## src/bpu_cfg_pkg.sv

```systemverilog
//////////////////////////////
// Branch predictor sizes
// Widths, table depths, counter
// encodings and page constants
//////////////////////////////
package bpu_cfg_pkg;

    // Address and fetch block
    localparam int ADDR_WIDTH  = 32;
    localparam int FETCH_WIDTH = 4;
    localparam int LEN_WIDTH   = $clog2(FETCH_WIDTH) + 1;

    // Table depths and index widths
    localparam int FTB_DEPTH     = 16;
    localparam int FTB_IDX_WIDTH = $clog2(FTB_DEPTH);
    localparam int BHT_DEPTH     = 64;
    localparam int BHT_IDX_WIDTH = $clog2(BHT_DEPTH);
    // Tag covers all pc bits above index and byte offset
    localparam int FTB_TAG_WIDTH = ADDR_WIDTH - FTB_IDX_WIDTH - 2;

    // Saturating counter encodings
    localparam int CTR_WIDTH = 2;
    localparam logic [CTR_WIDTH-1:0] CTR_RESET      = 2'b01;
    localparam logic [CTR_WIDTH-1:0] CTR_WEAK_TAKEN = 2'b10;

    // Page boundary, last offset where a full block still fits
    localparam int PAGE_BITS = 12;
    localparam logic [PAGE_BITS-1:0] PAGE_LAST_FULL = {{(PAGE_BITS - 4){1'b1}}, 4'h0};

    // Fetch start after reset
    localparam logic [ADDR_WIDTH-1:0] RESET_PC = 32'h1c00_0000;

endpackage

```

## src/bpu_types_pkg.sv

```systemverilog
//////////////////////////////
// Branch predictor types
// Fetch blocks, FTB entries,
// prediction and training records
//////////////////////////////
package bpu_types_pkg;

    // Fetch block handed to the FTQ
    typedef struct packed {
        logic                                 valid;
        logic [bpu_cfg_pkg::ADDR_WIDTH-1:0]   start_pc;
        // Instructions in block, 1 to 4
        logic [bpu_cfg_pkg::LEN_WIDTH-1:0]    length;
        logic                                 is_cross_cacheline;
        logic                                 predicted_taken;
    } bpu_ftq_t;

    // One FTB slot
    typedef struct packed {
        logic                                 valid;
        logic [bpu_cfg_pkg::FTB_TAG_WIDTH-1:0] tag;
        logic                                 is_cross_cacheline;
        logic [bpu_cfg_pkg::ADDR_WIDTH-1:0]   jump_target_address;
        logic [bpu_cfg_pkg::ADDR_WIDTH-1:0]   fall_through_address;
    } ftb_entry_t;

    // Metadata sent along with a prediction
    typedef struct packed {
        logic                                 valid;
        logic                                 ftb_hit;
        // Counter value seen at prediction time
        logic [bpu_cfg_pkg::CTR_WIDTH-1:0]    provider_ctr_bits;
    } bpu_ftq_meta_t;

    // Training record returned by the FTQ
    typedef struct packed {
        logic                                 valid;
        logic [bpu_cfg_pkg::ADDR_WIDTH-1:0]   start_pc;
        logic                                 is_conditional;
        logic                                 is_taken;
        logic                                 predicted_taken;
        logic                                 ftb_hit;
        // Entry found to be stale
        logic                                 ftb_dirty;
        logic                                 is_cross_cacheline;
        logic [bpu_cfg_pkg::ADDR_WIDTH-1:0]   jump_target_address;
        logic [bpu_cfg_pkg::ADDR_WIDTH-1:0]   fall_through_address;
        bpu_ftq_meta_t                        bpu_meta;
    } ftq_bpu_meta_t;

    // Counter update request
    typedef struct packed {
        logic                                 valid;
        logic                                 branch_taken;
        bpu_ftq_meta_t                        bpu_meta;
    } dir_update_t;

endpackage

```

## src/bpu.sv

```systemverilog
//////////////////////////////
// Branch prediction unit
// P0 next-line block, P1 FTB
// redirect, FTQ training
//////////////////////////////
module bpu (
    input  logic                                clk,
    input  logic                                rst_n_i,
    input  logic                                backend_flush_i,
    // Prediction
    input  logic [bpu_cfg_pkg::ADDR_WIDTH-1:0]  pc_i,
    input  logic                                ftq_full_i,
    output bpu_types_pkg::bpu_ftq_t             ftq_p0_o,
    output bpu_types_pkg::bpu_ftq_t             ftq_p1_o,
    output bpu_types_pkg::bpu_ftq_meta_t        ftq_meta_o,
    // Training
    input  bpu_types_pkg::ftq_bpu_meta_t        ftq_meta_i,
    // Pc redirect
    output logic                                main_redirect_o,
    output logic [bpu_cfg_pkg::ADDR_WIDTH-1:0]  main_redirect_pc_o
);

    localparam int LenHi = bpu_cfg_pkg::LEN_WIDTH + 1;
    localparam int TagLo = bpu_cfg_pkg::FTB_IDX_WIDTH + 2;

    logic [bpu_cfg_pkg::PAGE_BITS-1:0]  page_off;
    logic [bpu_cfg_pkg::PAGE_BITS-1:0]  page_left;
    logic                               is_cross_page;
    logic [bpu_cfg_pkg::ADDR_WIDTH-1:0] p1_pc_q;
    logic                               flush_delay_q;
    logic                               main_redirect;
    logic                               ftb_hit;
    bpu_types_pkg::ftb_entry_t          ftb_entry;
    logic                               predict_taken;
    logic                               predict_valid;
    bpu_types_pkg::bpu_ftq_meta_t       dir_meta;
    logic                               mispredict;
    logic                               ftb_update_valid;
    bpu_types_pkg::ftb_entry_t          ftb_update_entry;
    bpu_types_pkg::dir_update_t         dir_update;

    //////////////////////////////
    // P0 next-line block
    //////////////////////////////

    // A full block past this offset would leave the page
    assign page_off      = pc_i[bpu_cfg_pkg::PAGE_BITS-1:0];
    assign is_cross_page = page_off > bpu_cfg_pkg::PAGE_LAST_FULL;
    // Bytes up to the page end
    assign page_left     = '0 - page_off;

    always_comb begin
        ftq_p0_o = '0;
        if (!ftq_full_i) begin
            ftq_p0_o.valid    = 1'b1;
            ftq_p0_o.start_pc = pc_i;
            if (is_cross_page) begin
                ftq_p0_o.length = page_left[LenHi:2];
            end else begin
                ftq_p0_o.length = bpu_cfg_pkg::LEN_WIDTH'(bpu_cfg_pkg::FETCH_WIDTH);
            end
            // Page cut keeps the block inside one line
            ftq_p0_o.is_cross_cacheline = (pc_i[3:2] != 2'b00) & ~is_cross_page;
        end
    end

    //////////////////////////////
    // P1 redirect
    //////////////////////////////

    always_ff @(posedge clk) begin
        p1_pc_q <= pc_i;
    end

    // Kills the wrong-path P1 result after a flush or redirect
    always_ff @(posedge clk) begin
        if (!rst_n_i) begin
            flush_delay_q <= 1'b0;
        end else begin
            flush_delay_q <= backend_flush_i | (main_redirect & ~ftq_full_i);
        end
    end

    assign main_redirect = predict_valid & ftb_hit & ~flush_delay_q;

    always_comb begin
        ftq_p1_o = '0;
        if (main_redirect && !ftq_full_i) begin
            ftq_p1_o.valid              = 1'b1;
            ftq_p1_o.start_pc           = p1_pc_q;
            // Word index difference, 3 bits wide
            ftq_p1_o.length             = ftb_entry.fall_through_address[LenHi:2]
                                        - p1_pc_q[LenHi:2];
            ftq_p1_o.is_cross_cacheline = ftb_entry.is_cross_cacheline;
            ftq_p1_o.predicted_taken    = predict_taken;
        end
    end

    assign main_redirect_o    = main_redirect;
    assign main_redirect_pc_o = predict_taken ? ftb_entry.jump_target_address
                                              : ftb_entry.fall_through_address;

    // Prediction metadata
    assign ftq_meta_o.valid             = ftb_hit | dir_meta.valid;
    assign ftq_meta_o.ftb_hit           = ftb_hit;
    assign ftq_meta_o.provider_ctr_bits = dir_meta.provider_ctr_bits;

    //////////////////////////////
    // Training decode
    //////////////////////////////

    assign mispredict = ftq_meta_i.predicted_taken ^ ftq_meta_i.is_taken;

    // Allocate on first taken miss, rewrite on pollution
    assign ftb_update_valid = ftq_meta_i.valid & ftq_meta_i.is_conditional
                            & ((mispredict & ~ftq_meta_i.ftb_hit)
                            | (ftq_meta_i.ftb_dirty & ftq_meta_i.ftb_hit));

    always_comb begin
        // Polluted entry written back invalid
        ftb_update_entry.valid                = ~(ftq_meta_i.ftb_dirty & ftq_meta_i.ftb_hit);
        ftb_update_entry.tag                  = ftq_meta_i.start_pc[bpu_cfg_pkg::ADDR_WIDTH-1:TagLo];
        ftb_update_entry.is_cross_cacheline   = ftq_meta_i.is_cross_cacheline;
        ftb_update_entry.jump_target_address  = ftq_meta_i.jump_target_address;
        ftb_update_entry.fall_through_address = ftq_meta_i.fall_through_address;
    end

    always_comb begin
        dir_update.valid        = ftq_meta_i.valid & (ftq_meta_i.ftb_hit | mispredict);
        dir_update.branch_taken = ftq_meta_i.is_taken;
        dir_update.bpu_meta     = ftq_meta_i.bpu_meta;
        // New branch trains as if weakly taken
        if (!ftq_meta_i.ftb_hit) begin
            dir_update.bpu_meta.provider_ctr_bits = bpu_cfg_pkg::CTR_WEAK_TAKEN;
        end
    end

    ftb i_ftb (
        .clk            (clk),
        .rst_n_i        (rst_n_i),
        .query_pc_i     (pc_i),
        .query_entry_o  (ftb_entry),
        .hit_o          (ftb_hit),
        .update_valid_i (ftb_update_valid),
        .update_pc_i    (ftq_meta_i.start_pc),
        .update_entry_i (ftb_update_entry)
    );

    dir_predictor i_dir_predictor (
        .clk             (clk),
        .rst_n_i         (rst_n_i),
        .pc_i            (pc_i),
        .predict_taken_o (predict_taken),
        .predict_valid_o (predict_valid),
        .bpu_meta_o      (dir_meta),
        .update_pc_i     (ftq_meta_i.start_pc),
        .update_i        (dir_update)
    );

endmodule

```

## src/bpu_frontend.sv

```systemverilog
//////////////////////////////
// Fetch frontend top
// Pc generator and predictor
//////////////////////////////
module bpu_frontend (
    input  logic                                clk,
    input  logic                                rst_n_i,
    // Backend
    input  logic                                backend_flush_i,
    input  logic [bpu_cfg_pkg::ADDR_WIDTH-1:0]  backend_flush_pc_i,
    // FTQ
    input  logic                                ftq_full_i,
    input  bpu_types_pkg::ftq_bpu_meta_t        ftq_meta_i,
    output bpu_types_pkg::bpu_ftq_t             ftq_p0_o,
    output bpu_types_pkg::bpu_ftq_t             ftq_p1_o,
    output bpu_types_pkg::bpu_ftq_meta_t        ftq_meta_o,
    // Redirect
    output logic                                main_redirect_o,
    output logic [bpu_cfg_pkg::ADDR_WIDTH-1:0]  main_redirect_pc_o
);

    logic [bpu_cfg_pkg::ADDR_WIDTH-1:0] fetch_pc;

    // P0 block length steps the pc
    pc_gen i_pc_gen (
        .clk                (clk),
        .rst_n_i            (rst_n_i),
        .backend_flush_i    (backend_flush_i),
        .backend_flush_pc_i (backend_flush_pc_i),
        .ftq_full_i         (ftq_full_i),
        .block_length_i     (ftq_p0_o.length),
        .redirect_i         (main_redirect_o),
        .redirect_pc_i      (main_redirect_pc_o),
        .fetch_pc_o         (fetch_pc)
    );

    bpu i_bpu (
        .clk                (clk),
        .rst_n_i            (rst_n_i),
        .backend_flush_i    (backend_flush_i),
        .pc_i               (fetch_pc),
        .ftq_full_i         (ftq_full_i),
        .ftq_p0_o           (ftq_p0_o),
        .ftq_p1_o           (ftq_p1_o),
        .ftq_meta_o         (ftq_meta_o),
        .ftq_meta_i         (ftq_meta_i),
        .main_redirect_o    (main_redirect_o),
        .main_redirect_pc_o (main_redirect_pc_o)
    );

endmodule

```

## src/dir_predictor.sv

```systemverilog
//////////////////////////////
// Bimodal direction predictor
// Saturating counters with a
// trained bit per slot
//////////////////////////////
module dir_predictor (
    input  logic                                clk,
    input  logic                                rst_n_i,
    // Lookup
    input  logic [bpu_cfg_pkg::ADDR_WIDTH-1:0]  pc_i,
    output logic                                predict_taken_o,
    output logic                                predict_valid_o,
    output bpu_types_pkg::bpu_ftq_meta_t        bpu_meta_o,
    // Update
    input  logic [bpu_cfg_pkg::ADDR_WIDTH-1:0]  update_pc_i,
    input  bpu_types_pkg::dir_update_t          update_i
);

    localparam int IdxHi = bpu_cfg_pkg::BHT_IDX_WIDTH + 1;
    localparam logic [bpu_cfg_pkg::CTR_WIDTH-1:0] CtrMax = '1;

    logic [bpu_cfg_pkg::CTR_WIDTH-1:0]     ctr_mem [bpu_cfg_pkg::BHT_DEPTH];
    logic [bpu_cfg_pkg::BHT_DEPTH-1:0]     trained_q;
    logic [bpu_cfg_pkg::CTR_WIDTH-1:0]     ctr_rd_q;
    logic                                  trained_rd_q;
    logic [bpu_cfg_pkg::BHT_IDX_WIDTH-1:0] query_idx;
    logic [bpu_cfg_pkg::BHT_IDX_WIDTH-1:0] update_idx;
    logic [bpu_cfg_pkg::CTR_WIDTH-1:0]     base_ctr;
    logic [bpu_cfg_pkg::CTR_WIDTH-1:0]     next_ctr;

    assign query_idx  = pc_i[IdxHi:2];
    assign update_idx = update_pc_i[IdxHi:2];

    // Start from the counter seen at prediction time
    assign base_ctr = update_i.bpu_meta.provider_ctr_bits;
    always_comb begin
        next_ctr = base_ctr;
        if (update_i.branch_taken && base_ctr != CtrMax) begin
            next_ctr = base_ctr + 1'b1;
        end else if (!update_i.branch_taken && base_ctr != '0) begin
            next_ctr = base_ctr - 1'b1;
        end
    end

    // Table write, every counter starts weakly not taken
    always_ff @(posedge clk) begin
        if (!rst_n_i) begin
            ctr_mem   <= '{default: bpu_cfg_pkg::CTR_RESET};
            trained_q <= '0;
        end else if (update_i.valid) begin
            ctr_mem[update_idx]   <= next_ctr;
            trained_q[update_idx] <= 1'b1;
        end
    end

    // Registered lookup
    always_ff @(posedge clk) begin
        if (!rst_n_i) begin
            ctr_rd_q     <= bpu_cfg_pkg::CTR_RESET;
            trained_rd_q <= 1'b0;
        end else begin
            ctr_rd_q     <= ctr_mem[query_idx];
            trained_rd_q <= trained_q[query_idx];
        end
    end

    // Top bit gives direction
    assign predict_taken_o              = ctr_rd_q[bpu_cfg_pkg::CTR_WIDTH-1];
    assign predict_valid_o              = trained_rd_q;
    assign bpu_meta_o.valid             = trained_rd_q;
    assign bpu_meta_o.ftb_hit           = 1'b0;
    assign bpu_meta_o.provider_ctr_bits = ctr_rd_q;

endmodule

```

## src/ftb.sv

```systemverilog
//////////////////////////////
// Fetch target buffer
// Direct mapped, registered
// lookup, one write port
//////////////////////////////
module ftb (
    input  logic                                clk,
    input  logic                                rst_n_i,
    // Lookup
    input  logic [bpu_cfg_pkg::ADDR_WIDTH-1:0]  query_pc_i,
    output bpu_types_pkg::ftb_entry_t           query_entry_o,
    output logic                                hit_o,
    // Training write
    input  logic                                update_valid_i,
    input  logic [bpu_cfg_pkg::ADDR_WIDTH-1:0]  update_pc_i,
    input  bpu_types_pkg::ftb_entry_t           update_entry_i
);

    localparam int IdxLo = 2;
    localparam int IdxHi = bpu_cfg_pkg::FTB_IDX_WIDTH + 1;

    logic [bpu_cfg_pkg::FTB_IDX_WIDTH-1:0] query_idx;
    logic [bpu_cfg_pkg::FTB_IDX_WIDTH-1:0] update_idx;
    logic [bpu_cfg_pkg::FTB_TAG_WIDTH-1:0] query_tag;

    // Valid bits kept apart so reset can clear them
    logic [bpu_cfg_pkg::FTB_DEPTH-1:0]     valid_q;
    bpu_types_pkg::ftb_entry_t             entry_mem [bpu_cfg_pkg::FTB_DEPTH];

    // Lookup pipeline registers
    logic                                  rd_valid_q;
    bpu_types_pkg::ftb_entry_t             rd_entry_q;
    logic [bpu_cfg_pkg::FTB_TAG_WIDTH-1:0] rd_tag_q;

    assign query_idx  = query_pc_i[IdxHi:IdxLo];
    assign query_tag  = query_pc_i[bpu_cfg_pkg::ADDR_WIDTH-1:IdxHi+1];
    assign update_idx = update_pc_i[IdxHi:IdxLo];

    // Valid array, invalid write used to drop polluted entries
    always_ff @(posedge clk) begin
        if (!rst_n_i) begin
            valid_q <= '0;
        end else if (update_valid_i) begin
            valid_q[update_idx] <= update_entry_i.valid;
        end
    end

    // Entry payload
    always_ff @(posedge clk) begin
        if (update_valid_i) begin
            entry_mem[update_idx] <= update_entry_i;
        end
    end

    // Registered read, same cycle write not forwarded
    always_ff @(posedge clk) begin
        if (!rst_n_i) begin
            rd_valid_q <= 1'b0;
        end else begin
            rd_valid_q <= valid_q[query_idx];
        end
    end

    always_ff @(posedge clk) begin
        rd_entry_q <= entry_mem[query_idx];
        rd_tag_q   <= query_tag;
    end

    // P1 result
    always_comb begin
        query_entry_o       = rd_entry_q;
        query_entry_o.valid = rd_valid_q;
    end
    assign hit_o = rd_valid_q & (rd_entry_q.tag == rd_tag_q);

endmodule

```

## src/pc_gen.sv

```systemverilog
//////////////////////////////
// Fetch pc generator
// Flush, redirect, advance or
// hold under back-pressure
//////////////////////////////
module pc_gen (
    input  logic                                clk,
    input  logic                                rst_n_i,
    input  logic                                backend_flush_i,
    input  logic [bpu_cfg_pkg::ADDR_WIDTH-1:0]  backend_flush_pc_i,
    input  logic                                ftq_full_i,
    input  logic [bpu_cfg_pkg::LEN_WIDTH-1:0]   block_length_i,
    input  logic                                redirect_i,
    input  logic [bpu_cfg_pkg::ADDR_WIDTH-1:0]  redirect_pc_i,
    output logic [bpu_cfg_pkg::ADDR_WIDTH-1:0]  fetch_pc_o
);

    logic [bpu_cfg_pkg::ADDR_WIDTH-1:0] fetch_pc_q;
    logic [bpu_cfg_pkg::ADDR_WIDTH-1:0] seq_pc;

    // Next sequential block, length in words
    assign seq_pc = fetch_pc_q
                  + {{(bpu_cfg_pkg::ADDR_WIDTH - bpu_cfg_pkg::LEN_WIDTH - 2){1'b0}},
                     block_length_i, 2'b00};

    // Flush wins over redirect, back-pressure holds
    always_ff @(posedge clk) begin
        if (!rst_n_i) begin
            fetch_pc_q <= bpu_cfg_pkg::RESET_PC;
        end else if (backend_flush_i) begin
            fetch_pc_q <= backend_flush_pc_i;
        end else if (!ftq_full_i) begin
            if (redirect_i) begin
                fetch_pc_q <= redirect_pc_i;
            end else begin
                fetch_pc_q <= seq_pc;
            end
        end
    end

    assign fetch_pc_o = fetch_pc_q;

endmodule

```

## config.mk

```make
export PLATFORM = sky130hd
export DESIGN_NAME = bpu_frontend
export DESIGN_NICKNAME = d
export VERILOG_FILES = /design/src/bpu_cfg_pkg.sv /design/src/bpu_types_pkg.sv /design/src/bpu.sv /design/src/bpu_frontend.sv /design/src/dir_predictor.sv /design/src/ftb.sv /design/src/pc_gen.sv
export SDC_FILE = /design/constraint.sdc
export NUM_CORES = 2
export LEC_CHECK = 0
export ABC_AREA = 0
export BUFFER_PORTS_ARGS = -buffer_cell sky130_fd_sc_hd__buf_2
export CELL_PAD_IN_SITES_DETAIL_PLACEMENT = 0
export CELL_PAD_IN_SITES_GLOBAL_PLACEMENT = 1
export CORE_MARGIN = 4
export CORE_UTILIZATION = 45
export CTS_CLUSTER_SIZE = 40
export DETAILED_ROUTE_END_ITERATION = 7
export MAX_ROUTING_LAYER = met4
export PLACE_DENSITY = 0.76
export SLEW_MARGIN = 20
export SYNTH_ARGS = -nofsm -noshare
export SYNTH_HDL_FRONTEND = slang
export SYNTH_SLANG_ARGS = --single-unit
```

## constraint.sdc

```tcl
create_clock -name clk -period 6.78 [get_ports clk]
set_input_delay 0.678 -clock clk [delete_from_list [all_inputs] [get_ports clk]]
set_output_delay 0.678 -clock clk [all_outputs]
set_load 0.005 [all_outputs]
```

* Word-level counts from Yosys, hierarchy flattened
Memory sizes are Yosys's and may differ from the RTL's. A register that Yosys moved wholly into a read port is not among the register bits. Index checks and enable logic that the tools add are counted.
Storage, ports and cells: word-level logic and storage cells 152, input bits 143, output and inout port bits 113, memories 1, latch bits 0, RAM bits 1472, memory bits (read-only) 0, bits in registers 303
Operators by class: add/sub/neg operators 5, multipliers 0, shift-type cells 0, eq/ne operators 3, muxes and demuxes 27, order comparisons 10, bitwise gates (word level) 23, reductions and logical operators 10, divide/modulo/power cells 0
Memory list:
- i_bpu.i_ftb.entry_mem | depth 16, width 92, rd ports 1, clocked after memory_dff 1, write ports 1, RTL line ftb.sv:28 | bpu_types_pkg::ftb_entry_t entry_mem [bpu_cfg_pkg::FTB_DEPTH];
Operator list (count):
- $bwmux W128 | 1
- $mux W32 | 4
- $or A64 B64 Y64 | 1
- $mux W38 | 1
- $mux W37 | 1
- $add A32 B5 Y32 | 1
- $eq A26 B26 Y1 | 1
- $bwmux W16 | 1
- $ge A7 B7 Y1 const B | 2
- $lt A6 B7 Y1 const B | 2
- $not A6 Y7 | 2
- $bmux W2 S6 | 1
- $demux W2 S6 | 1
- $gt A12 B12 Y1 const B | 1
- $mux W2 | 6
- $and A1 B1 Y1 | 10
- $lt A4 B5 Y1 const B | 2
- $lt A7 B1 Y1 const B | 1
- $bmux W1 S6 | 1
- $demux W1 S6 | 1
- $ge A6 B1 Y1 const B | 1
- $logic_and A1 B1 Y1 | 6
- $mux W1 | 6
- $not A1 Y1 | 5
- 13 further kinds | 19

* Logic depth before layout (Yosys ltp)
word-level depth 8, mapped depth 16, gate-level depth less buffers 11

* Hierarchy
From an unflattened synthesis, not the netlist that was laid out.
Second synthesis, totals: cells, all modules 3853, area total of the unflattened synthesis 70566.4 um^2
Modules (own cells, without submodules):
- ftb | instances 1, cells each 2475, seq. area each 46404.5 um^2, area an instance 57819.2 um^2
- dir_predictor | instances 1, cells each 843, seq. area each 3903.7 um^2, area an instance 8433.1 um^2
- pc_gen | instances 1, cells each 354, seq. area each 640.6 um^2, area an instance 2517.4 um^2
- bpu | instances 1, cells each 181, seq. area each 660.6 um^2, area an instance 1796.7 um^2

* Worst setup path after synthesis
OpenSTA, ideal clock, no wires.
kind input port to flip-flop, from input ftq_meta_i[77] in the netlist's numbering, to register i_bpu.i_ftb.valid_q[10] in the netlist's numbering, stages 5, data required time 6450 ps, setup slack 715 ps, library setup time 330 ps, path buffers 2, arrival time 5735 ps, cell sequence clkbuf_1 -> or3b_2 -> clkbuf_1 -> nor2_1 -> a311oi_1
On the way: longest elaborated chain between the ends 5, elaborated cells on any way between the ends 6, classes of those cells 2 x order compare; 3 x mux; 1 x reduce/logical
RTL lines:
- from (decl) | RTL line bpu_frontend.sv:13 | input bpu_types_pkg::ftq_bpu_meta_t ftq_meta_i,
- $lt A4 B5 Y1 (implied by the code) / $ge A4 B1 Y1 (equally long branches) | RTL line ftb.sv:44 | valid_q[update_idx] <= update_entry_i.valid;
- $logic_and A1 B1 Y1 (implied by the code) | RTL line ftb.sv:44
- $mux W1 (implied by the code) | RTL line ftb.sv:44
- $demux W1 S4 * | RTL line ftb.sv:44
- $bwmux W16 * | RTL line ftb.sv:44
- to (signal, indexed assignment) | RTL line ftb.sv:44
- to (decl) | RTL line ftb.sv:27 | logic [bpu_cfg_pkg::FTB_DEPTH-1:0] valid_q;
Every way passes the cells marked *; elsewhere a longest branch is shown, timed or not. A chain may end at the register's enable or synchronous reset.

==> reports/results.txt <==
Bufs and invs on worst path - 3
EDFF count, synth - 1456
Arr. time, crit path - 3.61 ns
Clock Latency Late Sink - 0.81 ns
top_reg_cell synth - edfxtp_1
via-per-instance ratio - 5.93
post-CTS setup buffers - 0
max_cap viols - 0
sequential fraction of the synthesis area - 73.4%
Initial Utilization - 45.3%
DR pass1 iterations - 6
filler instances - 12200
PnR worst setup slack - 2.49 ns
max_slew headroom - 24.5%
xor and xnor area share after synthesis - 0.717%
Total GRT Usage - 23.1%
first-pass GRT wire length - 261 mm
net count after synthesis - 3791
Crit path largest cell delay - 0.57 ns
Adder-Cell Fraction of Synth Area - 0.165%
die width - 401 um
GPL Wtd Cong - 0.855
CP Max Fanout - 26
post-DP HPWL - 99.2 mm
Leak Pwr - 24.7 nW
CTS Buf Count - 178
minimum clock period - 4.29 ns
Fin. Hold Viols - 0
Synth area leaders - edfxtp_1, mux4_2, dfxtp_1
async set or reset register ratio after synthesis - 0%
Post-synth top cells - edfxtp_1, mux4_2, dfxtp_1, nor2_1, clkbuf_1
final core utilization - 51.5%
Place WS - 2.78 ns
post-route clock skew - 0.0380 ns
Synth Area in Simple Gates - 4.34%
count leader, synth - edfxtp_1
slowest CP cell - nor2_4
post-cts resize count - 0
Die H - 401 um
initial antenna violation count - 63
Compound-Gate Fraction of Synth Area - 2.68%
cell row count - 144
largest buffer count on any clock path - 3
per-cell routed wire length - 29.5 um
Clk Tree Root Cell - clkbuf_16
RSZ-0062 raised after global routing - no
Final period util - 63.2%
Area Overhead vs Synth - 13.7%
Hold WC Path Type - in2reg
DR vias - 36300
Cells on Worst Hold Path - 3
Crit Path Class - reg2out
Initial DRC Count - 4786
Endpoint, Worst Hold - i_pc_gen.fetch_pc_o[26]$_SDFFE_PN1P_
Mapped Avg Cell Area - 19.1 sq um
hold_buf cts - 0
layout cells sized above 1 - 27.5%
total grt overflow - 0
min-delay src - backend_flush_pc_i[26]
worst reg2reg startpoint - i_pc_gen.fetch_pc_o[7]$_SDFFE_PN0P_
combinational family with the most area after synthesis - multiplexers
Synth top area share - 62.8%
# H-tree levels - 4
CTS tree - done
max-slew violations - 0
final wirelength - 180 mm
Post-Syn Area - 69600 sq um
distinct cell type count after synthesis - 57
DR DRC count - 0
Post-Synthesis Cells - 3640
CP startpoint - i_bpu.p1_pc_q[19]$_DFF_P_
Worst-Margin Slew - 1.13 ns
IO Port Bufs - 250
clk sink count - 1824
die area - 161000 sq um
Crit. End Element - output pin
Clock transition at path regs - 0.06 ns
status - finished clean
r2r setup slk - 2.91 ns
area leader, netlist - edfxtp_1
vias in the first global route - 36000
worst r2r path cells - 11
post-synthesis mux area share - 17.3%
Setup TNS Final - 0 ns
Crit path max-delay family - simple AND/OR/NAND/NOR gates
pwr/cell area - 294 nW/um^2
FF-to-FF End - i_pc_gen.fetch_pc_o[13]$_SDFFE_PN0P_
final net count - 4051
largest net degree at the start of global routing - 137
antenna viol nets, final - 0
Peak supply drop - 0.000253 V
Fmax - 233 MHz
Setup crit start kind - flip-flop
Yosys warning total - 0
Worst EP required - 6.10 ns
critical-path cell list - xnor2_1, nand4_1, or4_1, buf_4, nor2_4, buf_16, and2_1, buf_2
flops & latches, synth - 1824
I/O pin total - 256
Core Footprint - 154000 sq um
final setup fails - 0
==> cell usage in the layout, fill, tap and decap left out, types with 21 or more instances in the layout <==
cell type  instances
clkinv_1          24
o21ai_0           90
a211oi_1          74
clkbuf_1          71
nor2b_1           33
dfxtp_1          363
mux2_2            37
buf_12            24
nor2_1           265
clkbuf_16        183
buf_2            248
mux2i_1           28
mux4_2           505
buf_4             31
xnor2_1           41
a21oi_1           40
nand3_1           88
edfxtp_1        1456
o21a_1            21
and2_1            39
nand2_1           98
==> per-layer routing <==
| metal | share of wire (%) | track usage [%] | routed length (um) | up-vias |
|---|---|---|---|---|
| li1 | - | - | - | 15200 |
| met1 | 41 | 32.8 | 74300 | 19100 |
| met2 | 47 | 34.3 | 83900 | 1713 |
| met3 | 10 | 5.90 | 18600 | 253 |
| met4 | 1.8 | 4.49 | 3200 | 0 |
| met5 | 0 | - | 0 | - |
==> worst max-delay path by stage <==
stage,slack (ns),depth (start not counted),end
5_1_grt,2.42,8,ftq_p1_o[11]
4_1_cts,2.16,7,ftq_p1_o[11]
6_report,2.49,8,ftq_p1_o[11]
2_1_floorplan,0.72,5,i_bpu.i_ftb.valid_q[10]$_SDFFE_PN0P_
3_5_place_dp,2.78,5,i_bpu.i_ftb.entry_mem[7][21]$_DFFE_PP_
3_3_place_gp,2.77,5,i_bpu.i_ftb.entry_mem[7][21]$_DFFE_PP_
==> state kept, by name, indices dropped and copies added (netlist names), 2 cells and up <==
signal,count
i_bpu.i_dir_predictor.trained_q,64
i_bpu.i_dir_predictor.ctr_mem,128
i_bpu.i_ftb.entry_mem,1456
i_bpu.i_ftb.valid_q,16
i_bpu.i_dir_predictor.ctr_rd_q,2
i_bpu.p1_pc_q,32
i_pc_gen.fetch_pc_o,32
i_bpu.i_ftb.query_entry_o,91
==> stage by stage <==
stage | instance area (sq um) | power, W | hold slack [ns] | cells
floorplan | 69600 | 0.0134 | 0.331 | 3640
global placement | 73400 | 0.0140 | 0.351 | 5760
detailed placement | 73500 | 0.0141 | 0.352 | 5762
CTS | 79100 | 0.0235 | 0.100 | 6090
global route | 79200 | 0.0241 | 0.144 | 6110
finish | 79200 | 0.0233 | 0.156 | 6110
==> power breakdown <==
| group | leakage (nW) | switching (W) | internal, W | total [W] |
|---|---|---|---|---|
| Combinational | 5.89 | 0.000860 | 0.000556 | 0.00142 |
| Sequential | 16.1 | 0.000151 | 0.0123 | 0.0124 |
| Clock | 2.71 | 0.00414 | 0.00534 | 0.00949 |
| Total | 24.7 | 0.00515 | 0.0182 | 0.0233 |
==> area by class of cell <==
class	instances	area (sq um)	share of cell area (%)
Timing Repair Buffer	307	2060	2.61
Clock inverter	57	542	0.684
Antenna cell	18	45.0	0.0569
Tap cell	2044	2560	3.23
Clock buffer	271	5080	6.42
Multi-Input combinational cell	1573	17700	22.4
Sequential cell	1824	51100	64.5
Inverter	16	62.6	0.0790
==> tightest hold or removal path: cells and delay by family <==
family / cells / cell delay, ns
AOI/OAI and AO/OA: 2 / 0.14
buffers and inverters: 1 / 0.10
==> kinds of logic (layout without fill, tap and decap cells) <==
| group | count (synthesis) | after routing |
|---|---|---|
| fa+ha+maj | 8 | 8 |
| compound gates | 290 | 290 |
| flops | 1824 | 1824 |
| xor+xnor | 57 | 57 |
| mux | 570 | 570 |
| simple gates | 647 | 647 |
| other cells | 1 | 19 |
| buf+inv | 243 | 651 |
(Power assumes the default switching activity.)
